===== src/source/soc_pkg.sv =====
// word-only bus, 32-bit addresses; targets decoded by mask, timer registers are word offsets
package soc_pkg;

	// --------------------------------------------------
	// bus and timer types

	typedef logic [31:0] bus_addr_t;
	typedef logic [31:0] bus_data_t;
	typedef logic [63:0] timer_count_t;

	// wait means a request is on the bus and its response is due
	typedef enum logic {
		ARB_IDLE,
		ARB_WAIT
	} arb_state_t;

	// --------------------------------------------------
	// address map

	localparam bus_addr_t SRAM_BASE   = 32'h0000_0000;
	localparam bus_addr_t TIMER_BASE  = 32'h4000_0000;
	localparam bus_addr_t DECODE_MASK = 32'he000_c000;

	// timer register offsets
	localparam bus_addr_t TMR_CTRL      = 32'h0000_0000;
	localparam bus_addr_t TMR_MTIME     = 32'h0000_0008;
	localparam bus_addr_t TMR_MTIMEH    = 32'h0000_000c;
	localparam bus_addr_t TMR_MTIMECMP  = 32'h0000_0010;
	localparam bus_addr_t TMR_MTIMECMPH = 32'h0000_0014;

	// control register bits
	localparam int CTRL_EN_BIT       = 0;
	localparam int CTRL_DBG_STOP_BIT = 1;

endpackage


===== src/source/bus_arbiter.sv =====
// two masters, one transaction in flight; a waiting master must hold vld until its rdy pulse
`timescale 1ns/10ps

module bus_arbiter import soc_pkg::*; (
	input  logic      clk,
	input  logic      rst_n,

	input  logic      cpu_vld,
	input  logic      cpu_write,
	input  bus_addr_t cpu_addr,
	input  bus_data_t cpu_wdata,
	output logic      cpu_rdy,
	output logic      cpu_err,
	output bus_data_t cpu_rdata,

	input  logic      dbg_vld,
	input  logic      dbg_write,
	input  bus_addr_t dbg_addr,
	input  bus_data_t dbg_wdata,
	output logic      dbg_rdy,
	output logic      dbg_err,
	output bus_data_t dbg_rdata,

	output logic      bus_req,
	output logic      bus_write,
	output bus_addr_t bus_addr,
	output bus_data_t bus_wdata,
	input  logic      bus_ack,
	input  logic      bus_err,
	input  bus_data_t bus_rdata
);

	arb_state_t state;
	// high when dbg holds the grant, or was served last while idle
	logic last_dbg;
	logic pick_dbg;
	logic launch;
	logic resp;

	assign resp = (state == ARB_WAIT) && bus_ack;

	// prefer the master not served last
	assign pick_dbg = dbg_vld && (!cpu_vld || !last_dbg);

	always_comb begin
		case (state)
			ARB_IDLE: launch = cpu_vld || dbg_vld;
			// other master may start right behind the response
			ARB_WAIT: launch = bus_ack && (last_dbg ? cpu_vld : dbg_vld);
			default:  launch = 1'b0;
		endcase
	end

	always_ff @(posedge clk or negedge rst_n) begin
		if (!rst_n) begin
			state    <= ARB_IDLE;
			last_dbg <= 1'b1;
			bus_req  <= 1'b0;
		end else begin
			bus_req <= launch;
			if (launch) begin
				state    <= ARB_WAIT;
				last_dbg <= pick_dbg;
			end else if (resp) begin
				state <= ARB_IDLE;
			end
		end
	end

	// request payload, captured with the strobe
	always_ff @(posedge clk) begin
		if (launch) begin
			bus_write <= pick_dbg ? dbg_write : cpu_write;
			bus_addr  <= pick_dbg ? dbg_addr : cpu_addr;
			bus_wdata <= pick_dbg ? dbg_wdata : cpu_wdata;
		end
	end

	// --------------------------------------------------
	// response routing

	assign cpu_rdy   = resp && !last_dbg;
	assign dbg_rdy   = resp && last_dbg;
	assign cpu_err   = cpu_rdy && bus_err;
	assign dbg_err   = dbg_rdy && bus_err;
	assign cpu_rdata = cpu_rdy ? bus_rdata : '0;
	assign dbg_rdata = dbg_rdy ? bus_rdata : '0;

endmodule


===== config.mk =====
export PLATFORM = sky130hd
export DESIGN_NAME = bus_arbiter
export DESIGN_NICKNAME = d
export VERILOG_FILES = /design/src/source/soc_pkg.sv /design/src/source/bus_arbiter.sv
export SDC_FILE = /design/constraint.sdc
export NUM_CORES = 1
export LEC_CHECK = 0
export ABC_CLOCK_PERIOD_IN_PS = 11200
export BUFFER_PORTS_ARGS = -buffer_cell sky130_fd_sc_hd__buf_4
export CAP_MARGIN = 40
export CELL_PAD_IN_SITES_DETAIL_PLACEMENT = 0
export CELL_PAD_IN_SITES_GLOBAL_PLACEMENT = 1
export CORE_ASPECT_RATIO = 0.7
export CORE_MARGIN = 2
export CORE_UTILIZATION = 30
export DETAILED_ROUTE_END_ITERATION = 8
export HOLD_SLACK_MARGIN = 0.15
export PLACE_DENSITY_LB_ADDON = 0.25
export SYNTH_ARGS = -nofsm -noshare
export SYNTH_HDL_FRONTEND = slang
export SYNTH_SLANG_ARGS = --single-unit

===== constraint.sdc =====
create_clock -name clk -period 11.2 [get_ports clk]
set_input_delay 0.56 -clock clk [delete_from_list [all_inputs] [get_ports clk]]
set_output_delay 0.56 -clock clk [all_outputs]
set_load 0.03 [all_outputs]

## Word-level counts from Yosys, hierarchy flattened

Index checks and enable logic that the tools add are counted.

- Output and inout bits: 134
- Bits in registers: 68

- Bitwise operators: 1
- Multiplexer cells: 9
- Reduce and logical (&&, ||, !) cells: 12

Operators with widths:

| kind | count |
|---|---|
| $mux W32 | 4 |
| $logic_and A1 B1 Y1 | 7 |
| $mux W1 | 4 |
| $logic_not A1 Y1 | 2 |
| $logic_or A1 B1 Y1 | 2 |
| $pmux W1 S2 | 1 |
| $reduce_bool A2 Y1 | 1 |
| $not A1 Y1 | 1 |

## Depth between registers and ports, before layout

- Word-level depth: 4
- Mapped depth: 5
- Mapped depth without buffers: 3

## Worst setup path after synthesis

No wires, ideal clock.

- Kind: register to register
- From: register last_dbg
- To: register bus_addr[0], enable pin
- Stages on the path, launching flop included: 3
- Path slack: 6.820 ns
- Arrival: 3.870 ns
- Data required time: 10.689 ns
- Period minus slack after synthesis: 4.380 ns
- Setup time: 0.511 ns
- Path through: dfstp_2 o21ai_0 a21oi_1

- Cells in the longest elaborated chain, start to end: 3

Ends and longest elaborated chain:

| what | RTL line | RTL |
|---|---|---|
| start: declaration | bus_arbiter.sv:35 | `logic last_dbg;` |
| start signal: assignment | bus_arbiter.sv:63 | `last_dbg <= pick_dbg;` |
| $mux W1 | bus_arbiter.sv:49 | `ARB_WAIT: launch = bus_ack && (last_dbg ? cpu_vld : dbg_vld);` |
| $logic_and A1 B1 Y1 | bus_arbiter.sv:49 |  |
| $pmux W1 S2 | bus_arbiter.sv:46 | `case (state)` |
| net launch | bus_arbiter.sv:37 | `logic launch;` |
| end signal: assignment | bus_arbiter.sv:74 | `bus_addr <= pick_dbg ? dbg_addr : cpu_addr;` |
| end: declaration | bus_arbiter.sv:26 | `output bus_addr_t bus_addr,` |

The timed path passes the listed nets, and every way through them passes these cells.
A chain may end at the register's enable or synchronous reset.

## Final worst setup path

- From: register last_dbg
- To: output port dbg_rdata[12]

- Cells in the longest elaborated chain, start to end: 2

Ends and longest elaborated chain:

| what | RTL line | RTL |
|---|---|---|
| $logic_and A1 B1 Y1 | bus_arbiter.sv:83 | `assign dbg_rdy = resp && last_dbg;` |
| $mux W32 | bus_arbiter.sv:87 | `assign dbg_rdata = dbg_rdy ? bus_rdata : '0;` |
| end: declaration | bus_arbiter.sv:22 | `output bus_data_t dbg_rdata,` |

Every way passes these cells.

==> metrics.txt <==
Critical Path AT about 1900 ps; Worst Reg2Reg Path Length in Cells 3; adder-cell area share of the yosys netlist 0%; final setup fails 0; Hold Path Class in -> reg; dominant synthesized flop cell edfxtp_1; CP Class reg -> out; final core occ around 54%; skew final around 9 ps; postcts setup bufs 0; Synth Area in Compound Gates under 10%; 1st-iter DRT viols a little over 60; endpoints failing hold 0; initial antenna violation count 0; clock root buffer clkbuf_16; CP Cell Sequence and3_1 > buf_8 > and2_1 > buf_4; Final Instance Count excl. Fillers approximately 690; syn nets a little under 400; status finished clean; Max-slew headroom 41.8%; setup slack on the worst flop-to-flop path slightly above 9000 ps; share of cells above drive strength 1 between 70 and 80%; Syn Std Cell Area 3590 µm²; Crit path depth 4; Worst R2R End bus_addr[8]; ANT cells 0; final wirelength between 10000 and 15000 µm; first-pass GRT wire length roughly 15000 µm; fill count 1028; port bufs 301; synth-to-layout area growth 74.9%; largest family of logic cells by synthesized area multiplexers; Max Slew Vio Count 0; ys async rst share under 10%; post-synthesis sequential area ratio about 57%; mux contribution to synthesized area about a quarter; Max stage delay on crit path 600 ps; total power draw 1.12 mW; Tcrit/Tclk final a little over a fifth; core area about 12000 µm²; Avg Cell Area, Syn between 15 and 20 µm²; clk sinks just under 70; most frequent cell after synthesis and2_1; Post-Route Setup TNS 0 ps; power density over cell area 178 nW/µm²; max frequency 410 MHz; Final Wtd Congestion around 0.70; vias per cell between 4 and 5; CTS tree yes; row count 33; CP startpoint kind flip-flop; VDD IR max roughly 0.08 mV; die footprint roughly 13000 µm²; Worst Setup End Kind primary output; Die Height roughly 96 µm; leakage 2.99 nW; time the worst path needs with I/O delays and setup 2440 ps; synth unique cells 21; ranking of synthesized cells by area edfxtp_1, mux2_4, and2_1, mux2_2, buf_12; YS warnings 0; Final Cell Area between 6000 and 7000 µm²; Fin Hold WS between 400 and 500 ps; maxcap violations 0; cell family with most CP delay flip-flops; WP data required between 10000 and 15000 ps; Reg clk slew, reported paths approximately 50 ps; Logic pwr share a little over two fifths; critical path endpoint dbg_rdata[12]; peak fanout along the critical path 23; Synth top cells by count and2_1, edfxtp_1, mux2_4, mux2_2, buf_12; CTS buffer count 9; clk_lat worst skew 330 ps; worst setup margin ~9000 ps; largest net degree at the start of global routing 67; chip width approximately 130 µm; Int Pwr between 700 and 800 µW; largest area contributor in the netlist edfxtp_1; nets@finish 700; grt total ovfl 0; CTS Buffer Depth 2; WP buf/inv 2; Reg2Reg Launch Point last_dbg; Post-Synth Simple-Gate Area between 10 and 15%; post-synth top area share between 50% and 60%; DP Area 5980 µm²; Clock power frac ~24%; post-placement cell count slightly below 700; Seq pwr share 32.7%; Critical Path Start last_dbg; DRC 0; gr usage total between 15 and 20%; Max stage delay cell, worst path dfstp_2; I/O pin count about 300; H-tree depth 3; via count about 3000; hpwl dp between 8000 and 9000 µm; switch share between 30% and 40%; unrepaired setup endpoints after global routing false; Net Switching ~400 µW; WL per Instance 15.3 µm; Post-synth EDFFs 65; Synth Instances about 230; Post-Synth XOR/XNOR Area 0%; Final ANT Viol Nets 0; #FFs+latches synth a little under 70; DR pass1 iterations 4; Placement Setup Slack 8880 ps; vias in the first global route around 2800; starting density of the core between 30% and 40%; worst slew pin tran about 870 ps
## cell families (layout without fill, tap and decap cells)
| family | after synthesis | count (layout) |
|---|---|---|
| flip-flops | 68 | 68 |
| multiplexers | 65 | 65 |
| buffers and inverters | 15 | 324 |
| AO/OA/AOI/OAI | 7 | 7 |
| AND/OR/NAND/NOR | 73 | 73 |
## registers in the layout (all words and copies together), names as in the netlist
name	count
bus_wdata	32
bus_write	1
last_dbg	1
bus_addr	32
state	1
bus_req	1
## per-layer routing
metal  vias to the layer above  GRT usage (%)  wire, µm
met1                      1362           16.8      3950
li1                       1425              -         -
met3                        11           5.69      1030
met4                         0           5.00       111
met2                       146           27.2      5500
met5                         -              0         0
## worst reg2reg max path, cell delays in order (launching register included)
cell     delay (ps)
dfstp_2         600
o21ai_0         170
a21oi_4         170
buf_4           650
## layout make-up
cell class	count	area [µm²]	area share (%)
Timing Repair Buffer	307	2330	37.2
Sequential cell	68	2030	32.3
Multi-Input combinational cell	145	1430	22.7
Clock buffer	11	233	3.71
Tap cell	157	196	3.13
Clock inverter	5	52.6	0.837
Inverter	1	3.75	0.0598
## worst min path at each step
stage | startpoint | endpoint | slack (ps) | depth (start not counted)
floorplan | rst_n | bus_req | 260 | 0
global placement | rst_n | bus_req | 350 | 1
detailed placement | rst_n | bus_req | 350 | 1
CTS | cpu_vld | last_dbg | 430 | 2
global route | cpu_vld | last_dbg | 460 | 2
finish | cpu_vld | last_dbg | 450 | 2
## power by group through the flow
stage / registers [mW] / clock network (mW) / logic, mW
after floorplan: 0.465 / 0 / 0.207
after global placement: 0.369 / 0 / 0.478
after detailed placement: 0.371 / 0 / 0.485
after CTS: 0.366 / 0.280 / 0.486
after global routing: 0.371 / 0.288 / 0.507
final: 0.365 / 0.272 / 0.480
## what timing repair did
item | in CTS | in global routing
gates resized for setup | 0 | 0
hold endpoints to repair | 2 | 0
hold buffers | 1 | 0
endpoints found under the setup margin | 0 | 0
## placed cells by master, fill, tap and decap left out, types with 2 or more instances in the layout
cell       synthesis  layout
buf_4              0     304
and2_1            66      66
edfxtp_1          65      65
mux2_4            50      50
mux2_2            15      15
clkbuf_16          0       9
nor2_1             3       3
nand2_1            2       2
a21oi_4            0       2
a21oi_1            3       2
dfrtp_1            2       2
clkbuf_1           2       2
clkinv_2           0       2
Note: power is estimated with default switching activity, not from simulation.
