`config.mk`:
```
export PLATFORM = sky130hd
export DESIGN_NAME = machine_timer
export DESIGN_NICKNAME = d
export VERILOG_FILES = /design/src/source/soc_pkg.sv /design/src/source/machine_timer.sv
export SDC_FILE = /design/constraint.sdc
export NUM_CORES = 1
export LEC_CHECK = 0
export ABC_AREA = 1
export BUFFER_PORTS_ARGS = -buffer_cell sky130_fd_sc_hd__buf_2
export CAP_MARGIN = 20
export CORE_ASPECT_RATIO = 1.5
export CORE_MARGIN = 3
export CORE_UTILIZATION = 45
export CTS_BUF_LIST = sky130_fd_sc_hd__clkbuf_4 sky130_fd_sc_hd__clkbuf_8
export DETAILED_ROUTE_END_ITERATION = 8
export PLACE_DENSITY = 0.63
export SLEW_MARGIN = 15
export SYNTH_ARGS = -nofsm -noshare
export SYNTH_HDL_FRONTEND = slang
export SYNTH_SLANG_ARGS = --single-unit
export TNS_END_PERCENT = 50
```
`constraint.sdc`:
```
create_clock -name clk -period 2.3 [get_ports clk]
set_clock_uncertainty 0.1 [all_clocks]
set_input_delay 0.345 -clock clk [delete_from_list [all_inputs] [get_ports clk]]
set_output_delay 0.345 -clock clk [all_outputs]
set_load 0.01 [all_outputs]
```
`src/source/soc_pkg.sv`:
```
// word-only bus, 32-bit addresses; targets decoded by mask, timer registers are word offsets
package soc_pkg;

	// --------------------------------------------------
	// bus and timer types

	typedef logic [31:0] bus_addr_t;
	typedef logic [31:0] bus_data_t;
	typedef logic [63:0] timer_count_t;

	// wait means a request is on the bus and its response is due
	typedef enum logic {
		ARB_IDLE,
		ARB_WAIT
	} arb_state_t;

	// --------------------------------------------------
	// address map

	localparam bus_addr_t SRAM_BASE   = 32'h0000_0000;
	localparam bus_addr_t TIMER_BASE  = 32'h4000_0000;
	localparam bus_addr_t DECODE_MASK = 32'he000_c000;

	// timer register offsets
	localparam bus_addr_t TMR_CTRL      = 32'h0000_0000;
	localparam bus_addr_t TMR_MTIME     = 32'h0000_0008;
	localparam bus_addr_t TMR_MTIMEH    = 32'h0000_000c;
	localparam bus_addr_t TMR_MTIMECMP  = 32'h0000_0010;
	localparam bus_addr_t TMR_MTIMECMPH = 32'h0000_0014;

	// control register bits
	localparam int CTRL_EN_BIT       = 0;
	localparam int CTRL_DBG_STOP_BIT = 1;

endpackage

```
`src/source/machine_timer.sv`:
```
// tick every CLK_MHZ cycles; halves of mtime are written separately, with no carry protection
`timescale 1ns/10ps

module machine_timer import soc_pkg::*; #(
	parameter int CLK_MHZ = 27
) (
	input  logic      clk,
	input  logic      rst_n,
	input  logic      sel,
	input  logic      write,
	input  bus_addr_t addr,
	input  bus_data_t wdata,
	output bus_data_t rdata,
	input  logic      dbg_halt,
	output logic      irq
);

	localparam int        TICK_W   = (CLK_MHZ > 1) ? $clog2(CLK_MHZ) : 1;
	localparam bus_addr_t OFF_MASK = 32'h0000_3ffc;

	logic [TICK_W-1:0] tick_ctr;
	logic              tick;
	logic [1:0]        ctrl;
	timer_count_t      mtime;
	timer_count_t      mtimecmp;
	timer_count_t      mtime_nxt;
	bus_addr_t         reg_off;
	bus_data_t         rd_word;
	logic              wr;
	logic              count_en;

	// --------------------------------------------------
	// microsecond prescaler

	always_ff @(posedge clk or negedge rst_n) begin
		if (!rst_n) begin
			tick_ctr <= '0;
			tick     <= 1'b0;
		end else begin
			if (|tick_ctr)
				tick_ctr <= tick_ctr - 1'b1;
			else
				tick_ctr <= TICK_W'(CLK_MHZ - 1);
			tick <= ~|tick_ctr;
		end
	end

	// --------------------------------------------------
	// registers

	assign reg_off  = addr & OFF_MASK;
	assign wr       = sel && write;
	assign count_en = ctrl[CTRL_EN_BIT] && !(dbg_halt && ctrl[CTRL_DBG_STOP_BIT]);

	// bus write wins over the tick for the half it touches
	always_comb begin
		mtime_nxt = mtime + timer_count_t'(tick && count_en);
		if (wr && reg_off == TMR_MTIME)
			mtime_nxt[31:0] = wdata;
		if (wr && reg_off == TMR_MTIMEH)
			mtime_nxt[63:32] = wdata;
	end

	always_ff @(posedge clk or negedge rst_n) begin
		if (!rst_n) begin
			ctrl     <= 2'b01;
			mtime    <= '0;
			mtimecmp <= '1;
			irq      <= 1'b0;
		end else begin
			mtime <= mtime_nxt;
			if (wr && reg_off == TMR_CTRL)
				ctrl <= wdata[1:0];
			if (wr && reg_off == TMR_MTIMECMP)
				mtimecmp[31:0] <= wdata;
			if (wr && reg_off == TMR_MTIMECMPH)
				mtimecmp[63:32] <= wdata;
			irq <= (mtime >= mtimecmp);
		end
	end

	// unknown offsets read zero
	always_comb begin
		case (reg_off)
			TMR_CTRL:      rd_word = bus_data_t'(ctrl);
			TMR_MTIME:     rd_word = mtime[31:0];
			TMR_MTIMEH:    rd_word = mtime[63:32];
			TMR_MTIMECMP:  rd_word = mtimecmp[31:0];
			TMR_MTIMECMPH: rd_word = mtimecmp[63:32];
			default:       rd_word = '0;
		endcase
	end

	always_ff @(posedge clk) begin
		if (sel)
			rdata <= rd_word;
	end

endmodule

```
# Yosys cells after proc, flatten, opt, wreduce, memory -nomap -nowiden
# Cells that the tools add are included.
# W data, S select, Z words.
word_totals:
  ff_bits: 169
  in_bits: 69
  wordCells: 32
classes:
  n_mux: 4
  add_sub_neg: 2
  eq_ne: 4
  n_reduce_logical: 13
  n_lt_le_gt_ge: 1
op_table:
  columns: ["operator", "count"]
  rows:
  - ["$pmux W32 S5", 1]
  - ["$add A64 B1 Y64", 1]
  - ["$ge A64 B64 Y1", 1]
  - ["$mux W32", 2]
  - ["$logic_not A32 Y1", 1]
  - ["$eq A12 B2 Y1 const B", 2]
  - ["$eq A12 B3 Y1 const B", 2]
  - ["$logic_and A1 B1 Y1", 9]
  - ["$mux W5", 1]
  - ["$reduce_or A5 Y1", 1]
  - ["$sub A5 B1 Y5 const B", 1]
  - ["$logic_not A1 Y1", 2]

# Logic depth before layout (Yosys ltp)
# Gate-level depths: netlist of run 1.
depth:
  ltp_word: 6
  mapped_depth: 15
  depth_no_buf: 15

# Worst setup path after synthesis of run 1
# Ideal clock, no wire load.
synth_timing:
  kind: "flip-flop to flip-flop"
  startpoint: "register ctrl[0]"
  endpoint: "register mtime[48]"
  slack_ns: 0.085
  stages_incl_launch_ff: 13
  period_less_slack_ns: 2.215
  arrival_ns: 1.998
  n_path_buf: 0
  path_cell_list: "dfstp_2 nand2_1 a21oi_1 ha_1 ha_1 nand3_2 inv_1 nand2_4 nor2_1 nand3_1 xor2_1 nand2_1 nand2_1"
synth_between:
  elab_chain_cells: 4
synth_lines:
  columns: ["item", "line", "text"]
  rows:
  - ["start, declared", "machine_timer.sv:23", "logic [1:0] ctrl;"]
  - ["start signal, assigned", "machine_timer.sv:73", "ctrl <= wdata[1:0];"]
  - ["$logic_and A1 B1 Y1", "machine_timer.sv:53", "assign count_en = ctrl[CTRL_EN_BIT] && !(dbg_halt && ctrl[CTRL_DBG_STOP_BIT]);"]
  - ["$logic_and A1 B1 Y1", "machine_timer.sv:57", "mtime_nxt = mtime + timer_count_t'(tick && count_en);"]
  - ["$add A64 B1 Y64", "machine_timer.sv:57", null]
  - ["$mux W32", "machine_timer.sv:60", "if (wr && reg_off == TMR_MTIMEH)"]
  - ["named net mtime_nxt[48]", "machine_timer.sv:26", "timer_count_t mtime_nxt;"]
  - ["end signal, assigned", "machine_timer.sv:71", "mtime <= mtime_nxt;"]
  - ["end, declared", "machine_timer.sv:24", "timer_count_t mtime;"]
# The timed path passes the listed nets, and every way through them passes these cells.
# A chain may end at the register's enable or synchronous reset.

# Worst setup path after layout of run 1
layout_timing:
  startpoint: "register ctrl[0]"
  endpoint: "register mtime[18]"
layout_between:
  elab_chain_cells: 4
layout_lines:
  columns: ["item", "line", "text"]
  rows:
  - ["$logic_and A1 B1 Y1", "machine_timer.sv:53", null]
  - ["$logic_and A1 B1 Y1", "machine_timer.sv:57", null]
  - ["$add A64 B1 Y64", "machine_timer.sv:57", null]
  - ["$mux W32", "machine_timer.sv:58", "if (wr && reg_off == TMR_MTIME)"]
  - ["named net mtime_nxt[18]", "machine_timer.sv:26", null]
# The timed path passes the listed nets, and every way through them passes these cells.

==> results of run 1 <==
==> final cells by class <==
class / count / area [um^2]
clock inverters: 15 / 138.9
repair buffers: 168 / 1216
well taps: 319 / 399.1
fillers: 2416 / 10910
flip-flops and latches: 169 / 4471
clock buffers: 17 / 234.0
inverters: 186 / 708.2
multi-input cells: 1065 / 5756
==> worst reg2reg max path: cells and delay by family (launching register included) <==
kind / cells / cell delay [ns]
adders and majority gates: 2 / 0.39
and+or+nand+nor: 6 / 0.46
buffers and inverters: 2 / 0.27
xor gates and xnor gates: 1 / 0.12
AOI/OAI and AO/OA: 2 / 0.17
DFF: 1 / 0.55
==> timing repair <==
item                                    in CTS  in global routing
hold endpoints to repair                    60                  0
setup buffers                                0                  3
pin swaps                                    0                 13
resized for setup                            8                 42
endpoints found under the setup margin      15                 43
hold buffers                                26                  0
==> sequential cells by signal (all words and copies together), names as in the netlist <==
| signal | count |
|---|---|
| irq | 1 |
| mtimecmp | 64 |
| tick_ctr | 5 |
| mtime | 64 |
| rdata | 32 |
| tick | 1 |
| ctrl | 2 |
==> layer usage <==
layer,wire length (um),share of wire,vias to the layer above
li1,-,-,4987
met1,14160,0.39,4712
met2,18520,0.51,299
met3,1563,0.043,115
met4,2263,0.062,0
met5,0,0,-
==> placed cells by master (no fill, tap or decap), types with 7 or more instances in the layout <==
cell | netlist | final
xor2_1 | 29 | 29
ha_1 | 67 | 65
nand2_2 | 4 | 7
nor2_4 | 2 | 10
nand2_1 | 457 | 451
clkbuf_8 | 0 | 17
dlygate4sd3_1 | 0 | 26
o22ai_1 | 25 | 25
buf_4 | 2 | 52
nor2_1 | 181 | 175
inv_1 | 176 | 173
nand3_1 | 45 | 41
xnor2_1 | 9 | 9
o21ai_0 | 63 | 61
dfstp_2 | 65 | 65
nand3_2 | 4 | 7
inv_2 | 6 | 7
edfxtp_1 | 32 | 32
a21oi_1 | 36 | 35
nand4_1 | 18 | 18
dfrtp_1 | 72 | 72
buf_2 | 10 | 80
o21ai_2 | 23 | 23
o21ai_1 | 37 | 39
o2111ai_1 | 12 | 12
==> metrics by stage <==
step                instances  setup WS, ns  area (um^2)  utilization  setup TNS [ns]
finish                   1939        0.1163        12920       0.5423               0
global route             1939      -0.01395        12920       0.5423        -0.06237
CTS                      1936      0.008103        12730       0.5344               0
detailed placement       1878       -0.1136        12080       0.5069         -0.3021
global placement         1878      -0.05688        12080       0.5069        -0.09537
floorplan                1452       0.08505        10960            -               0
==> final timing paths <==
check                                                to  slack (ns)  depth (start not counted)
worst max register to register      mtime[18]$_DFF_PN0_        0.12                         13
worst max-delay path                mtime[18]$_DFF_PN0_        0.12                         13
min in group asynchronous           mtime[44]$_DFF_PN0_        0.24                          2
max in group asynchronous       mtimecmp[9]$_DFFE_PN1P_        1.11                          3
worst min register to register           tick$_DFF_PN0_        0.34                          1
worst min-delay path            mtimecmp[6]$_DFFE_PN1P_        0.02                          3
==> power breakdown <==
part / total (uW) / internal [uW] / leakage, uW / switching (uW)
Combinational: 292 / 106 / 0.00378 / 186
Sequential: 3090 / 3080 / 0.00189 / 12.2
Clock: 2120 / 873 / 0.000185 / 1250
Total: 5500 / 4060 / 0.00585 / 1450
==> cells by family (layout without fill, tap and decap cells) <==
| kind of cell | after synthesis | after routing | synth area share |
|---|---|---|---|
| buf+inv | 218 | 386 | 0.08308 |
| compound gates | 204 | 204 | 0.1100 |
| fa+ha+maj | 67 | 67 | 0.07646 |
| simple gates | 756 | 756 | 0.2924 |
| xor+xnor | 38 | 38 | 0.03035 |
| flops | 169 | 169 | 0.4077 |
==> metrics.txt, run 1 <==
Synth area leader dfrtp_1; layout overhead on the synthesized area 17.86%; Slew headroom 0.6299; Leak Pwr 0.005847 uW; Worst-Margin Slew 0.5509 ns; total power draw 5504 uW; GR Layer Usage met1 0.3257; status completed; synthesis-stage register bit count 169; detailed-route wire length per cell 18.83 um; Residual DRC 0; FF-to-FF Start ctrl[0]$_DFFE_PN1P_; placed wire-length estimate 28310 um; All-Layer GR Usage 0.2840; ys flop type dfrtp_1; Finish-stage setup viols 0; pin count of the biggest net entering global routing 65; CTS buffer count 17; met3 Track Usage GR 0.04154; Final Critical Period 2.184 ns; syn nets 1588; Yosys cell types 47; Max Slew Vio Count 0; die footprint 26310 um^2; Post-synth EDFFs 32; post-synthesis sequential area ratio 0.4077; GP Congestion 0.9518; Die Width 133.5 um; worst skew pair latency 0.51 ns; startpoint types flip-flop; yosys warns 0; Iter 0 DRT Violations 566; row count 69; layout cells sized above 1 0.2056; CP Class flip-flop to flip-flop; post-synthesis async set-or-reset flop share 0.8107; Post-Syn Instances 1452; number of global-route vias before repair 10083; Syn Area/Cell 7.551 um^2; CP dominant cell by count nand2_2; cell with the most instances after synthesis nand2_1; antenna diode count 0; Die Ht 197.2 um; Worst Min Path Start wdata[6]; CP Max Fanout 5; initial antenna violation count 0; Final Hold Viols 0; GRT overflow 0; peak supply drop 0.3569 mV; vias post-DR 10113; Final #Nets 1743; RSZ-0062 raised after global routing true; clock root buffer clkbuf_8; H-Tree Depth 4; number of buffers added on ports 81; IO Count 102; final period utilization 0.9494; Pwr Density 425.9 nW/um^2; clk sinks 169; number of max-cap violations 0; Worst path top cell family by delay flip-flops; synth cell count leaders 457 x nand2_1, 181 x nor2_1, 176 x inv_1; CTS Buffer Depth 2; CP required 2.57 ns; worst hold slack 0.02349 ns; CP arrival 2.46 ns; Crit. Startpoint ctrl[0]$_DFFE_PN1P_; GRT met2 Usage 0.5057; antenna viol nets, final 0; Worst-path clk slew 0.10 ns; mapped cell area 10960 um^2; largest cells by area after synthesis dfrtp_1 16%, nand2_1 16%, dfstp_2 16%; Worst Path Buf+Inv 2; gr busiest metal met2; CP Capture Type flip-flop; DR vias/cell 5.216; Post-Route WL 36500 um; 1st-pass router iterations 6; Starting Density 0.4601; Max Freq 457.9 MHz; Core Area 23830 um^2; slowest cell delay on critical path 0.55 ns; first-pass GRT wire length 56460 um; slowest stage cell, crit path dfstp_2; critical path, cell by cell nand2_2, a21oi_2, ha_2, ha_4, nand3_4, inv_4, nand2_8, nor2_4, nand2_2, buf_4, xnor2_1, nand2_1, o21ai_1; CTS tree done; Worst Hold Class primary input to flip-flop; post-synth top area share 0.1643
No activity file was read; power rests on OpenSTA's default activity.
==> inputs of run 2 (changes only) <==
PLACE_DENSITY = 0.6   (was 0.63)
clock period = 2.2 ns   (was 2.3 ns; I/O delays follow)
==> run 2 against run 1 <==
  * Non-clock buffer count is 22 higher
  * Setup slack worse by 0.10 ns
  * Worst hold slack better by 0.0015 ns
  * First-iteration DRC count is 7.6% higher
  * Via count is 1.1% higher
  * Sequential share of layout area is 0.84 points lower
  * Critical path type unchanged
  * Highest routed layer unchanged
==> metrics.txt, run 2 (synthesized netlist as in run 1, its figures left out) <==
status completed; layout cells sized above 1 0.2186; Worst Path Buf+Inv 4; Worst-path clk slew 0.09 ns; CP dominant cell by count nand2_2; pin count of the biggest net entering global routing 65; most frequent cells in the layout 448 x nand2_1, 176 x nor2_1, 173 x inv_1; IO Count 102; Iter 0 DRT Violations 609; clock root buffer clkbuf_8; H-Tree Depth 4; final period utilization 0.9925; antenna viol nets, final 0; number of buffers added on ports 81; GRT overflow 0; All-Layer GR Usage 0.2851; number of global-route vias before repair 10131; row count 69; die footprint 26310 um^2; Worst Hold Class primary input to flip-flop; Hold Path End mtime[2]$_DFF_PN0_; slowest stage cell, crit path dfstp_2; 1st-pass router iterations 8; DP Area 12250 um^2; number of max-cap violations 0; Final Hold Viols 0; Core Area 23830 um^2; startpoint types flip-flop; initial antenna violation count 0; worst skew pair latency 0.51 ns; CP Max Fanout 3; GP Congestion 1.002; DR vias/cell 5.213; Die Ht 197.2 um; commonest non-fill, non-tap cell in the layout nand2_1; CTS Buffer Depth 2; Max Freq 458.0 MHz; CTS buffer count 17; Residual DRC 0; CP required 2.49 ns; critical path, cell by cell nand2_2, a21oi_4, ha_4, buf_6, inv_4, nor2_4, inv_2, nor3_2, buf_4, nand3_2, nand2_2, nand2_2, nand2_2, nand2_1; Final #Nets 1765; R2R cell count 14; Reg2Reg Capture Point mtime[51]$_DFF_PN0_; Die Width 133.5 um; R2R Setup Slk 0.02 ns; CP arrival 2.47 ns; vias post-DR 10223; Post-Route WL 36760 um; FF-to-FF Start ctrl[0]$_DFFE_PN1P_; Leak Pwr 0.005981 uW; slowest cell delay on critical path 0.55 ns; placed wire-length estimate 27870 um; peak supply drop 0.3769 mV; Starting Density 0.4601; Worst Min Path Start wdata[2]; Final Critical Period 2.183 ns; CP Class flip-flop to flip-flop; first-pass GRT wire length 56620 um; RSZ-0062 raised after global routing true; detailed-route wire length per cell 18.75 um; antenna diode count 0; worst hold stages 3; Worst-Margin Slew 0.5480 ns; clk sinks 169; Slew headroom 0.6324; Worst path top cell family by delay simple AND/OR/NAND/NOR gates; fin area 13250 um^2; Top Registers mtime x64, mtimecmp x64, rdata x32; Max Slew Vio Count 0; fillers 2350; layout overhead on the synthesized area 20.80%; CTS tree done; Finish-stage setup viols 0; CP Capture Type flip-flop; Pwr Density 451.9 nW/um^2; final core occ 0.5559
==> run 2: worst reg2reg max path: stages, from the launching register on <==
cell     delay, ns
dfstp_2       0.55
nand2_2       0.06
a21oi_4       0.14
ha_4          0.18
buf_6         0.12
inv_4         0.04
nor2_4        0.16
inv_2         0.08
nor3_2        0.17
buf_4         0.18
nand3_2       0.09
nand2_2       0.08
nand2_2       0.05
nand2_2       0.05
nand2_1       0.04
==> run 2: worst max path at each step <==
stage | startpoint | depth (start not counted) | end | slack [ns]
final | ctrl[0]$_DFFE_PN1P_ | 14 | mtime[51]$_DFF_PN0_ | 0.02
after global routing | ctrl[0]$_DFFE_PN1P_ | 14 | mtime[51]$_DFF_PN0_ | -0.08
after CTS | ctrl[0]$_DFFE_PN1P_ | 13 | mtime[38]$_DFF_PN0_ | 0.0008
after detailed placement | ctrl[0]$_DFFE_PN1P_ | 13 | mtime[50]$_DFF_PN0_ | -0.18
after global placement | ctrl[0]$_DFFE_PN1P_ | 14 | mtime[62]$_DFF_PN0_ | -0.12
after floorplan | ctrl[0]$_DFFE_PN1P_ | 13 | mtime[38]$_DFF_PN0_ | 0.01
==> run 2: layout make-up <==
class                           count  area, um^2  area share
Clock buffer                       23       316.6     0.02390
Clock inverter                      9       110.1    0.008313
Inverter                          186       708.2     0.05347
Multi-Input combinational cell   1065        5788      0.4370
Sequential cell                   169        4471      0.3375
Tap cell                          319       399.1     0.03013
Timing Repair Buffer              190        1453      0.1097
==> run 2: report_power, final <==
part | total, uW | switching [uW] | internal (uW)
combinational | 310 | 195 | 115
sequential | 3230 | 12.3 | 3220
clock | 2440 | 1250 | 1190
total | 5990 | 1460 | 4530
==> run 2: through the flow <==
step | hold slack, ns | std cells | setup WS, ns | TNS, ns | power [uW]
5_1_grt | 0.03447 | 1961 | -0.08148 | -0.2196 | 6165
6_report | 0.02504 | 1961 | 0.01650 | 0 | 5985
4_1_cts | 0.006686 | 1956 | 0.0008331 | 0 | 6025
3_3_place_gp | 0.2002 | 1892 | -0.1212 | -2.246 | 3563
2_1_floorplan | -0.06559 | 1452 | 0.01371 | 0 | 3375
3_5_place_dp | 0.2024 | 1892 | -0.1767 | -4.320 | 3564
==> run 2: timing repair <==
action	CTS	global route
buffers inserted	4	5
endpoints found under the hold margin	101	0
setup endpoints to repair	44	49
pin swaps	5	13
resized for setup	21	33
hold buffers	28	0
==> run 2: per-layer routing <==
layer  global-route usage  share of wire  wire length [um]
met3              0.03338          0.039              1449
met4               0.1472          0.052              1915
met5                    0              0                 0
met2               0.5156           0.51             18850
met1               0.3308           0.40             14540
