`src/source/soc_pkg.sv`:
```
// word-only bus, 32-bit addresses; targets decoded by mask, timer registers are word offsets
package soc_pkg;

	// --------------------------------------------------
	// bus and timer types

	typedef logic [31:0] bus_addr_t;
	typedef logic [31:0] bus_data_t;
	typedef logic [63:0] timer_count_t;

	// wait means a request is on the bus and its response is due
	typedef enum logic {
		ARB_IDLE,
		ARB_WAIT
	} arb_state_t;

	// --------------------------------------------------
	// address map

	localparam bus_addr_t SRAM_BASE   = 32'h0000_0000;
	localparam bus_addr_t TIMER_BASE  = 32'h4000_0000;
	localparam bus_addr_t DECODE_MASK = 32'he000_c000;

	// timer register offsets
	localparam bus_addr_t TMR_CTRL      = 32'h0000_0000;
	localparam bus_addr_t TMR_MTIME     = 32'h0000_0008;
	localparam bus_addr_t TMR_MTIMEH    = 32'h0000_000c;
	localparam bus_addr_t TMR_MTIMECMP  = 32'h0000_0010;
	localparam bus_addr_t TMR_MTIMECMPH = 32'h0000_0014;

	// control register bits
	localparam int CTRL_EN_BIT       = 0;
	localparam int CTRL_DBG_STOP_BIT = 1;

endpackage

```
`src/source/addr_decoder.sv`:
```
// sram window limited to SRAM_DEPTH words; any other address answers with err and zero data
`timescale 1ns/10ps

module addr_decoder import soc_pkg::*; #(
	parameter int SRAM_DEPTH = 1024
) (
	input  logic      clk,
	input  logic      rst_n,

	input  logic      bus_req,
	input  logic      bus_write,
	input  bus_addr_t bus_addr,
	input  bus_data_t bus_wdata,
	output logic      bus_ack,
	output logic      bus_err,
	output bus_data_t bus_rdata,

	output logic      sram_sel,
	output logic      tmr_sel,
	output logic      tgt_write,
	output bus_addr_t tgt_addr,
	output bus_data_t tgt_wdata,
	input  bus_data_t sram_rdata,
	input  bus_data_t tmr_rdata
);

	bus_addr_t region;
	logic      sram_hit;
	logic      tmr_hit;
	// target selected in the request cycle
	logic      sram_q;
	logic      tmr_q;

	assign region   = bus_addr & DECODE_MASK;
	assign sram_hit = (region == SRAM_BASE) && ((bus_addr >> 2) < bus_addr_t'(SRAM_DEPTH));
	assign tmr_hit  = (region == TIMER_BASE);

	assign sram_sel  = bus_req && sram_hit;
	assign tmr_sel   = bus_req && tmr_hit;
	assign tgt_write = bus_write;
	assign tgt_addr  = bus_addr;
	assign tgt_wdata = bus_wdata;

	always_ff @(posedge clk or negedge rst_n) begin
		if (!rst_n) begin
			bus_ack <= 1'b0;
			bus_err <= 1'b0;
			sram_q  <= 1'b0;
			tmr_q   <= 1'b0;
		end else begin
			bus_ack <= bus_req;
			bus_err <= bus_req && !(sram_hit || tmr_hit);
			sram_q  <= sram_sel;
			tmr_q   <= tmr_sel;
		end
	end

	// zero when unmapped
	always_comb begin
		if (sram_q)
			bus_rdata = sram_rdata;
		else if (tmr_q)
			bus_rdata = tmr_rdata;
		else
			bus_rdata = '0;
	end

endmodule

```
`config.mk`:
```
export PLATFORM = sky130hd
export DESIGN_NAME = addr_decoder
export DESIGN_NICKNAME = d
export VERILOG_FILES = /design/src/source/soc_pkg.sv /design/src/source/addr_decoder.sv
export SDC_FILE = /design/constraint.sdc
export NUM_CORES = 1
export LEC_CHECK = 0
export BUFFER_PORTS_ARGS = -buffer_cell sky130_fd_sc_hd__clkbuf_2
export CAP_MARGIN = 20
export CELL_PAD_IN_SITES_DETAIL_PLACEMENT = 1
export CELL_PAD_IN_SITES_GLOBAL_PLACEMENT = 1
export CORE_MARGIN = 3
export CORE_UTILIZATION = 12
export CTS_BUF_LIST = sky130_fd_sc_hd__clkbuf_16
export CTS_CLUSTER_DIAMETER = 80
export DETAILED_ROUTE_END_ITERATION = 8
export PLACE_DENSITY = 0.87
export SYNTH_ARGS = -nofsm -noshare
export SYNTH_HDL_FRONTEND = slang
export SYNTH_SLANG_ARGS = --single-unit
export TNS_END_PERCENT = 100
```
`constraint.sdc`:
```
create_clock -name clk -period 1.3 [get_ports clk]
set_input_delay 0.26 -clock clk [delete_from_list [all_inputs] [get_ports clk]]
set_output_delay 0.26 -clock clk [all_outputs]
set_load 0.03 [all_outputs]
```
# Word-level counts from Yosys, hierarchy flattened
# Cells that the tools add are included.
dict set report word_totals {
  input_bits 132
  wordCells 15
  regBits 4
}
dict set report op_classes {
  n_lt_le_gt_ge 1
  n_eq_ne 1
  muxes 2
  reduce_logical 7
}
# cell n
set ops {}
lappend ops {{$mux 32} 2}
lappend ops {{$logic_not 32->1} 1}
lappend ops {{$lt 30x11->1 const B} 1}
lappend ops {{$eq 5x4->1 const B} 1}
lappend ops {{$logic_and 1x1->1} 4}
lappend ops {{$logic_not 1->1} 1}
lappend ops {{$logic_or 1x1->1} 1}

# Logic depth before layout (Yosys ltp)
# Gate-level depths: netlist of the first run.
dict set report depth {
  word_depth 5
  mapped_depth 4
  ltp_nobuf 3
}

# Least setup slack after synthesis of the first run
# OpenSTA, ideal clock, no wires.
dict set report synth_timing {
  path_kind {reg-to-output}
  startpoint {reg sram_q}
  endpoint {out bus_rdata[27]}
  setup_slack_ns -0.306
  path_stages_with_launch 4
  required_ns 1.040
  path_buffers 2
  t_arrival_ns 1.346
  path_cell_list {dfrtp_1 buf_2 buf_2 o21ai_0}
}
dict set report synth_via {
  elab_chain_cells 1
}
# item line
set synth_lines {}
lappend synth_lines {{from (decl)} addr_decoder.sv:31} ;# logic sram_q;
lappend synth_lines {{from (signal assigned)} addr_decoder.sv:53} ;# sram_q <= sram_sel;
lappend synth_lines {{$mux 32} addr_decoder.sv:60} ;# if (sram_q)
lappend synth_lines {{to (decl)} addr_decoder.sv:16} ;# output bus_data_t bus_rdata,
# Every way passes these cells.

# Final worst setup path of the first run
dict set report layout_timing {
  startpoint {reg sram_q}
  endpoint {out bus_rdata[0]}
}
# The elaborated chain is that of the path after synthesis.

==> results.txt, run 1 <==
status: finished, violations left
failing checks: setup timing
clk buf depth: 2
TNS Setup: -7.55 ns
placed inst area: 1460 um2
RSZ-0062 raised after global routing: true
Syn Area/Cell: 8.16 um2
CP Max Fanout: 31
Worst EP arrival: 1.28 ns
total grt overflow: 0
routed length on met3: 547 um
Final Hold Viols: 0
Worst Setup Path Type: reg2out
Die Span Y: 97.4 um
flops & latches, synth: 4
Total GRT Usage: 0.0890
drt total wl: 4.50 mm
number of global-route vias before repair: 1349
initial drt markers: 10
DR pass1 iterations: 3
Final setup viols: 35
Die Span X: 97.4 um
vias per cell: 3.90
Post-Layout Cell Count: 323
vias after detailed routing: 1260
RD Place Congestion: 0.664
DR WL/cell: 13.9 um
pwr dens: 477 nW/um2
share of layout cells above drive strength 1: 0.941
Total Power: 972 uW
Max-cap violations: 0
Max stage delay on crit path: 0.41 ns
met2 wire length: 2.36 mm
Initial Util: 0.127
final setup margin: -0.245 ns
Die Area: 9500 um2
ANT nets after route: 0
Yosys cell types: 14
Worst VDD drop: 387 uV
Synthesized Nets: 255
sequential fraction of the synthesis area: 0.0998
initial antenna violation count: 0
hold_sp: bus_req
Max transition margin: 0.839
Slew @ Worst Pin: 0.241 ns
port bufs: 142
final period utilization: 1.19
drc violations: 0
Min-Delay Endpoint: bus_ack
Slowest-stage cell, CP: dfrtp_1
Fmax: 0.647 GHz
type of the tightest min-delay check: in2reg
Cell Rows: 32
top routing layer used: met4
CTS tree: yes
Design Area, Final: 2040 um2
CP Capture Type: output pin
clock sink count: 4
CP required: 1.04 ns
Cell Area, Synth: 1000 um2
P_leak: 0.00107 uW
TritonCTS Buffers: 3
Final min period: 1.54 ns
pin count of the biggest net entering global routing: 34
Detailed Place HPWL: 3.50 mm
Clk pin slew, worst setup/hold paths: 0.03 ns
CP startpoint kind: flip-flop
Syn. warnings: 0
io pins: 233
final core occ: 0.257
number of diodes: 0
placed insts: 308
met1 WL: 1.56 mm
nets: 355
Core Region: 7930 um2
Cell Chain, Critical Path: nor2b_4 -> buf_12 -> a22o_2 -> clkbuf_8
Area Growth Syn to Fin: 103%
CTS H-tree lvls: 1
synthesized instance count: 123
Final Max Slew Viols: 0
Root Driver: clkbuf_16
Fill cells: 916
hold path cells: 2
first-pass GRT wire length: 7.03 mm
-- stage by stage --
step	setup WS (ns)	hold WS (ns)
floorplan	-0.0798	-0.0356
global placement	-0.338	0.0661
detailed placement	-0.423	0.0708
CTS	-0.262	0.320
global route	-0.311	0.336
finish	-0.245	0.320
-- metal layers --
metal | GRT usage | vias up
met3 | 0.0294 | 4
met2 | 0.176 | 120
met5 | 0 | -
li1 | - | 571
met1 | 0.0906 | 565
met4 | 0.0160 | 0
-- Yosys cell counts (all sizes together) --
library cell | number | share of area
nand2 | 3 | 0.011
nor2 | 2 | 0.0075
dfrtp | 4 | 0.10
nor4 | 5 | 0.044
o21ai | 1 | 0.0050
a22o | 31 | 0.27
nor2b | 2 | 0.015
nand4 | 1 | 0.0062
inv | 1 | 0.0037
a31o | 1 | 0.0087
buf | 72 | 0.53
-- state kept, by name (all words and copies together), names as in the netlist --
signal / flops
bus_err: 1
tmr_q: 1
bus_ack: 1
sram_q: 1
-- layout by cell type, fill, tap and decap left out, drive strengths merged --
cell type,instances
o21ai,1
clkbuf,137
inv,1
dfrtp,4
nor2b,2
nor4,5
a22o,31
nand2,3
nor2,2
buf,32
a31o,1
nand4,1
dlygate4sd3,1
-- timing repair --
action	4_1_cts	5_1_grt
pin swaps	4	7
setup buffers	8	5
endpoints found under the setup margin	34	35
hold buffers	1	0
hold endpoints to repair	4	0
resized for setup	75	24
-- critical path, delay by kind of cell, from the launching register on --
kind                   cells  cell delay (ns)
AO/OA/AOI/OAI              1             0.17
flip-flops                 1             0.41
buffers and inverters      2             0.33
AND/OR/NAND/NOR            1             0.14
-- cell type report --
cell class | instances | area (um2) | share of cell area
timing repair buffer | 167 | 1240 | 0.610
multi-input combinational | 46 | 488 | 0.239
tap | 102 | 128 | 0.0626
sequential | 4 | 100 | 0.0491
clock buffer | 3 | 75.1 | 0.0368
inverter | 1 | 3.75 | 0.00184
-- how the worst max path moves through the flow --
stage | from | to | slack, ns | depth (start not counted)
after detailed placement | bus_addr[31] | sram_sel | -0.42 | 7
after global routing | sram_q | bus_rdata[27] | -0.31 | 4
after global placement | bus_addr[30] | sram_sel | -0.34 | 5
after CTS | bus_addr[18] | sram_sel | -0.26 | 5
final | sram_q | bus_rdata[0] | -0.24 | 4
after floorplan | bus_addr[31] | sram_sel | -0.08 | 3
-- cell families after synthesis --
logic type | count (synthesis) | synth area share
buffers and inverters | 73 | 0.532
AO/OA/AOI/OAI | 33 | 0.284
flip-flops | 4 | 0.0998
AND/OR/NAND/NOR | 13 | 0.0836
-- power breakdown --
group / leakage (uW) / switching (uW) / total, uW / internal (uW)
Combinational: 0.000980 / 190 / 367 / 177
Sequential: 0.0000507 / 1.09 / 131 / 129
Clock: 0.0000370 / 81.7 / 474 / 393
Total: 0.00107 / 272 / 972 / 699
Note: power is estimated with default switching activity, not from simulation.
==> run 2: changes to the inputs <==
--- a/config.mk
+++ b/config.mk
@@ -5,10 +5,11 @@
 export SDC_FILE = /design/constraint.sdc
 export NUM_CORES = 1
 export LEC_CHECK = 0
-export BUFFER_PORTS_ARGS = -buffer_cell sky130_fd_sc_hd__clkbuf_2
+export BUFFER_PORTS_ARGS = -buffer_cell sky130_fd_sc_hd__buf_2
 export CAP_MARGIN = 20
 export CELL_PAD_IN_SITES_DETAIL_PLACEMENT = 1
 export CELL_PAD_IN_SITES_GLOBAL_PLACEMENT = 1
+export CORE_ASPECT_RATIO = 0.7
 export CORE_MARGIN = 3
 export CORE_UTILIZATION = 12
 export CTS_BUF_LIST = sky130_fd_sc_hd__clkbuf_16
==> results.txt, run 2 (synthesized netlist as in run 1, its figures left out) <==
Switch Pwr: 277 uW (was 272 uW)
drt total wl: 5.37 mm (was 4.50 mm)
Max transition margin: 0.794 (was 0.839)
commonest non-fill, non-tap cell in the layout: buf_2 (was clkbuf_2)
CTS H-tree lvls: 1 (unchanged)
Area Growth Syn to Fin: 98.0% (was 103%)
Worst VDD drop: 533 uV (was 387 uV)
RD Place Congestion: 0.642 (was 0.664)
Final Hold Viols: 0 (unchanged)
final setup margin: -0.365 ns (was -0.245 ns)
Total Power: 967 uW (was 972 uW)
register area: 101 um2 (was 100 um2)
CP Max Fanout: 7 (was 31)
M2 GR Usage: 0.173 (was 0.176)
Worst EP arrival: 1.40 ns (was 1.28 ns)
first-pass GRT wire length: 7.33 mm (was 7.03 mm)
type of the tightest min-delay check: in2reg (unchanged)
clk buf depth: 2 (unchanged)
Place WS: -0.259 ns (was -0.423 ns)
vias per cell: 3.93 (was 3.90)
Cell Rows: 27 (was 32)
multi-input logic area: 539 um2 (was 488 um2)
Initial Util: 0.125 (was 0.127)
commonest non-fill, non-tap cells in the layout: buf_2 (111), buf_6 (30), a22o_2 (25) (was clkbuf_2 (104), a22o_2 (30), clkbuf_8 (30))
ANT nets after route: 0 (unchanged)
Fill cells: 962 (was 916)
Fmax: 0.601 GHz (was 0.647 GHz)
port bufs: 142 (unchanged)
Power Internal: 690 uW (was 699 uW)
DR WL/cell: 16.8 um (was 13.9 um)
sw frac: 0.287 (was 0.280)
met3 GRT Util: 0.0728 (was 0.0294)
Die Area: 9510 um2 (was 9500 um2)
RSZ-0062 raised after global routing: true (unchanged)
vias after detailed routing: 1253 (was 1260)
failing checks: setup timing (unchanged)
Final min period: 1.66 ns (was 1.54 ns)
status: finished, violations left (unchanged)
Worst Setup Path Type: reg2out (unchanged)
io pins: 233 (unchanged)
number of diodes: 0 (unchanged)
pin count of the biggest net entering global routing: 28 (was 34)
initial antenna violation count: 0 (unchanged)
CP required: 1.04 ns (about the same)
Die Span X: 115 um (was 97.4 um)
share of layout cells above drive strength 1: 0.954 (was 0.941)
DR pass1 iterations: 4 (was 3)
initial drt markers: 11 (was 10)
Slew @ Worst Pin: 0.310 ns (was 0.241 ns)
Detailed Place HPWL: 4.18 mm (was 3.50 mm)
Final setup viols: 34 (was 35)
Hold WS: 0.221 ns (was 0.320 ns)
CP Capture Type: output pin (unchanged)
CP startpoint kind: flip-flop (unchanged)
clock sink count: 4 (unchanged)
Max-cap violations: 0 (unchanged)
Combinational Power Share: 0.374 (was 0.378)
drc violations: 0 (unchanged)
Clk pin slew, worst setup/hold paths: 0.03 ns (about the same)
Core Region: 8010 um2 (was 7930 um2)
P_leak: 0.00106 uW (was 0.00107 uW)
part of the power in registers: 0.135 (was 0.134)
pwr dens: 487 nW/um2 (was 477 nW/um2)
Root Driver: clkbuf_16 (unchanged)
number of global-route vias before repair: 1327 (was 1349)
TNS Setup: -10.12 ns (was -7.55 ns)
GR Util met1: 0.106 (was 0.0906)
Final Max Slew Viols: 0 (unchanged)
GRT Max-Usage Layer: met2 (unchanged)
CTS tree: yes (unchanged)
total grt overflow: 0 (unchanged)
Total GRT Usage: 0.102 (was 0.0890)
Critical Path Start: tmr_q (was sram_q)
Die Span Y: 82.5 um (was 97.4 um)
clock group share of total power: 0.491 (was 0.488)
nets: 352 (was 355)
final period utilization: 1.28 (was 1.19)
TritonCTS Buffers: 3 (unchanged)
Worst Setup EP: bus_rdata[3] (was bus_rdata[0])
hold_sp: bus_req (unchanged)
-- run 2: repair_timing --
item | 4_1_cts | 5_1_grt
gates cloned | 2 | 0
endpoints found under the setup margin | 34 | 35
pin swaps | 9 | 4
endpoints found under the hold margin | 4 | 0
hold buffers | 1 | 0
resized for setup | 76 | 10
setup buffers | 11 | 2
-- run 2: per-stage QoR --
step	std cells	instance area, um2	util
global route	319	1990	0.248
finish	319	1990	0.248
detailed placement	304	1440	0.179
floorplan	123	1040	-
global placement	304	1440	0.179
CTS	319	1940	0.243
-- run 2: metal layers --
metal	vias to the layer above	wire length [um]
met5	-	0
met4	0	15
met3	2	779
met2	121	2690
met1	565	1890
li1	565	-
-- run 2: how the worst min path moves through the flow --
stage / to / slack, ns / cells past startpoint
detailed placement: tmr_q / 0.07 / 1
global placement: bus_err / 0.07 / 1
floorplan: bus_ack / -0.04 / 0
finish: bus_ack / 0.22 / 1
global route: bus_ack / 0.23 / 1
CTS: bus_ack / 0.22 / 1
-- run 2: area by class of cell --
| class | count | share of cell area |
|---|---|---|
| Timing Repair Buffer | 164 | 0.574 |
| Tap cell | 101 | 0.0636 |
| Sequential cell | 4 | 0.0510 |
| Clock buffer | 3 | 0.0378 |
| Multi-Input combinational cell | 46 | 0.271 |
| Inverter | 1 | 0.00189 |
-- run 2: worst max-delay path: stages (launching register included) --
cell and delay (ns):
dfrtp_1 0.39, nor2b_4 0.16, buf_12 0.13, buf_16 0.13
a22o_4 0.22, buf_6 0.14
-- run 2: power groups by stage --
stage | logic (uW) | clock network (uW) | registers, uW
3_5_place_dp | 307 | 0 | 132
2_1_floorplan | 405 | 0 | 140
6_report | 361 | 475 | 131
4_1_cts | 352 | 486 | 131
3_3_place_gp | 299 | 0 | 132
5_1_grt | 386 | 495 | 131
==> run 3: changes to the inputs <==
--- a/config.mk
+++ b/config.mk
@@ -16,6 +16,7 @@
 export CTS_CLUSTER_DIAMETER = 80
 export DETAILED_ROUTE_END_ITERATION = 8
 export PLACE_DENSITY = 0.87
+export SKIP_CTS_REPAIR_TIMING = 1
 export SYNTH_ARGS = -nofsm -noshare
 export SYNTH_HDL_FRONTEND = slang
 export SYNTH_SLANG_ARGS = --single-unit
==> results.txt, run 3 (synthesized netlist as in run 1, its figures left out) <==
status: finished, violations left (unchanged)
failing checks: setup timing (unchanged)
Final setup viols: 34 (unchanged)
Worst Setup EP: bus_rdata[18] (was bus_rdata[3])
number of diodes: 0 (unchanged)
CTS H-tree lvls: 1 (unchanged)
drt total wl: 4.92 mm (was 5.37 mm)
Place WS: -0.259 ns (unchanged)
clk buf depth: 2 (unchanged)
hold_sp: bus_req (unchanged)
nets: 343 (was 352)
Root Driver: clkbuf_16 (unchanged)
CP Max Fanout: 27 (was 7)
Worst Setup Path Type: reg2out (unchanged)
share of layout cells above drive strength 1: 0.952 (was 0.954)
RD Place Congestion: 0.642 (unchanged)
TritonCTS Buffers: 3 (unchanged)
CP required: 1.04 ns (about the same)
Max-cap violations: 0 (unchanged)
Total GRT Usage: 0.0835 (was 0.102)
port bufs: 142 (unchanged)
Slew @ Worst Pin: 0.241 ns (was 0.310 ns)
Final Hold Viols: 0 (unchanged)
vias per cell: 3.89 (was 3.93)
Critical Path Start: sram_q (was tmr_q)
Worst EP arrival: 1.33 ns (was 1.40 ns)
pin count of the biggest net entering global routing: 28 (unchanged)
Die Span X: 115 um (unchanged)
final period utilization: 1.22 (was 1.28)
drc violations: 0 (unchanged)
initial drt markers: 13 (was 11)
Initial Util: 0.125 (unchanged)
DR pass1 iterations: 3 (was 4)
Core Region: 8010 um2 (unchanged)
final core occ: 0.234 (was 0.248)
clock sink count: 4 (unchanged)
CTS tree: yes (unchanged)
vias after detailed routing: 1207 (was 1253)
io pins: 233 (unchanged)
Die Span Y: 82.5 um (unchanged)
Fmax: 0.629 GHz (was 0.601 GHz)
CP startpoint kind: flip-flop (unchanged)
CP Capture Type: output pin (unchanged)
pwr dens: 509 nW/um2 (was 487 nW/um2)
Total Power: 954 uW (was 967 uW)
Detailed Place HPWL: 4.18 mm (unchanged)
number of global-route vias before repair: 1178 (was 1327)
commonest non-fill, non-tap cell in the layout: buf_2 (unchanged)
type of the tightest min-delay check: in2reg (unchanged)
Cell Rows: 27 (unchanged)
initial antenna violation count: 0 (unchanged)
TNS Setup: -8.14 ns (was -10.12 ns)
P_leak: 0.000962 uW (was 0.00106 uW)
ANT nets after route: 0 (unchanged)
Final min period: 1.59 ns (was 1.66 ns)
commonest non-fill, non-tap cells in the layout: buf_2 (104), buf_6 (38), a22o_2 (30) (was buf_2 (111), buf_6 (30), a22o_2 (25))
DR WL/cell: 15.9 um (was 16.8 um)
Max transition margin: 0.838 (was 0.794)
final setup margin: -0.290 ns (was -0.365 ns)
Clk pin slew, worst setup/hold paths: 0.03 ns (about the same)
first-pass GRT wire length: 6.08 mm (was 7.33 mm)
total grt overflow: 0 (unchanged)
RSZ-0062 raised after global routing: true (unchanged)
Worst VDD drop: 500 uV (was 533 uV)
Die Area: 9510 um2 (unchanged)
Area Growth Syn to Fin: 86.5% (was 98.0%)
Final Max Slew Viols: 0 (unchanged)
## run 3: cell types whose count changed in the layout (fill, tap and decap cells not counted), sizes merged
cell / previous run / this run
buf: 163 / 154
## run 3: power breakdown
part	internal (uW)	total [uW]	switching, uW
clock network	393	476	83.7
registers	130	131	1.31
logic	159	346	187
## run 3: final cells by class
cell class,count,area [um2]
sequential,4,101
fill,975,6130
timing repair buffer,155,1070
inverter,1,3.75
multi-input combinational,46,497
tap,101,126
clock buffer,3,75.1
## run 3: worst min path at each step
stage | to | slack (ns) | cells after the start
after floorplan | bus_ack | -0.04 | 0
after global placement | bus_err | 0.07 | 1
after detailed placement | tmr_q | 0.07 | 1
after CTS | bus_err | -0.16 | 1
after global routing | bus_ack | 0.22 | 1
final | bus_ack | 0.22 | 1
## run 3: routing by layer
metal	vias to the layer above	routed length (um)	track usage
li1	550	-	-
met1	536	1720	0.0881
met2	119	2380	0.130
met3	2	810	0.0706
met4	0	15	0.0141
met5	-	0	0
## run 3: critical path: stages, from the launching register on
cell and delay, ns:
dfrtp_2 0.44, nor2b_4 0.15, buf_12 0.18, a22o_2 0.16, buf_4 0.16
## run 3: per-stage QoR
step | cell area [um2] | cells | hold WS (ns)
CTS | 1510 | 307 | -0.159
detailed placement | 1440 | 304 | 0.0731
finish | 1870 | 310 | 0.221
global route | 1870 | 310 | 0.224
floorplan | 1040 | 123 | -0.0356
global placement | 1440 | 304 | 0.0735
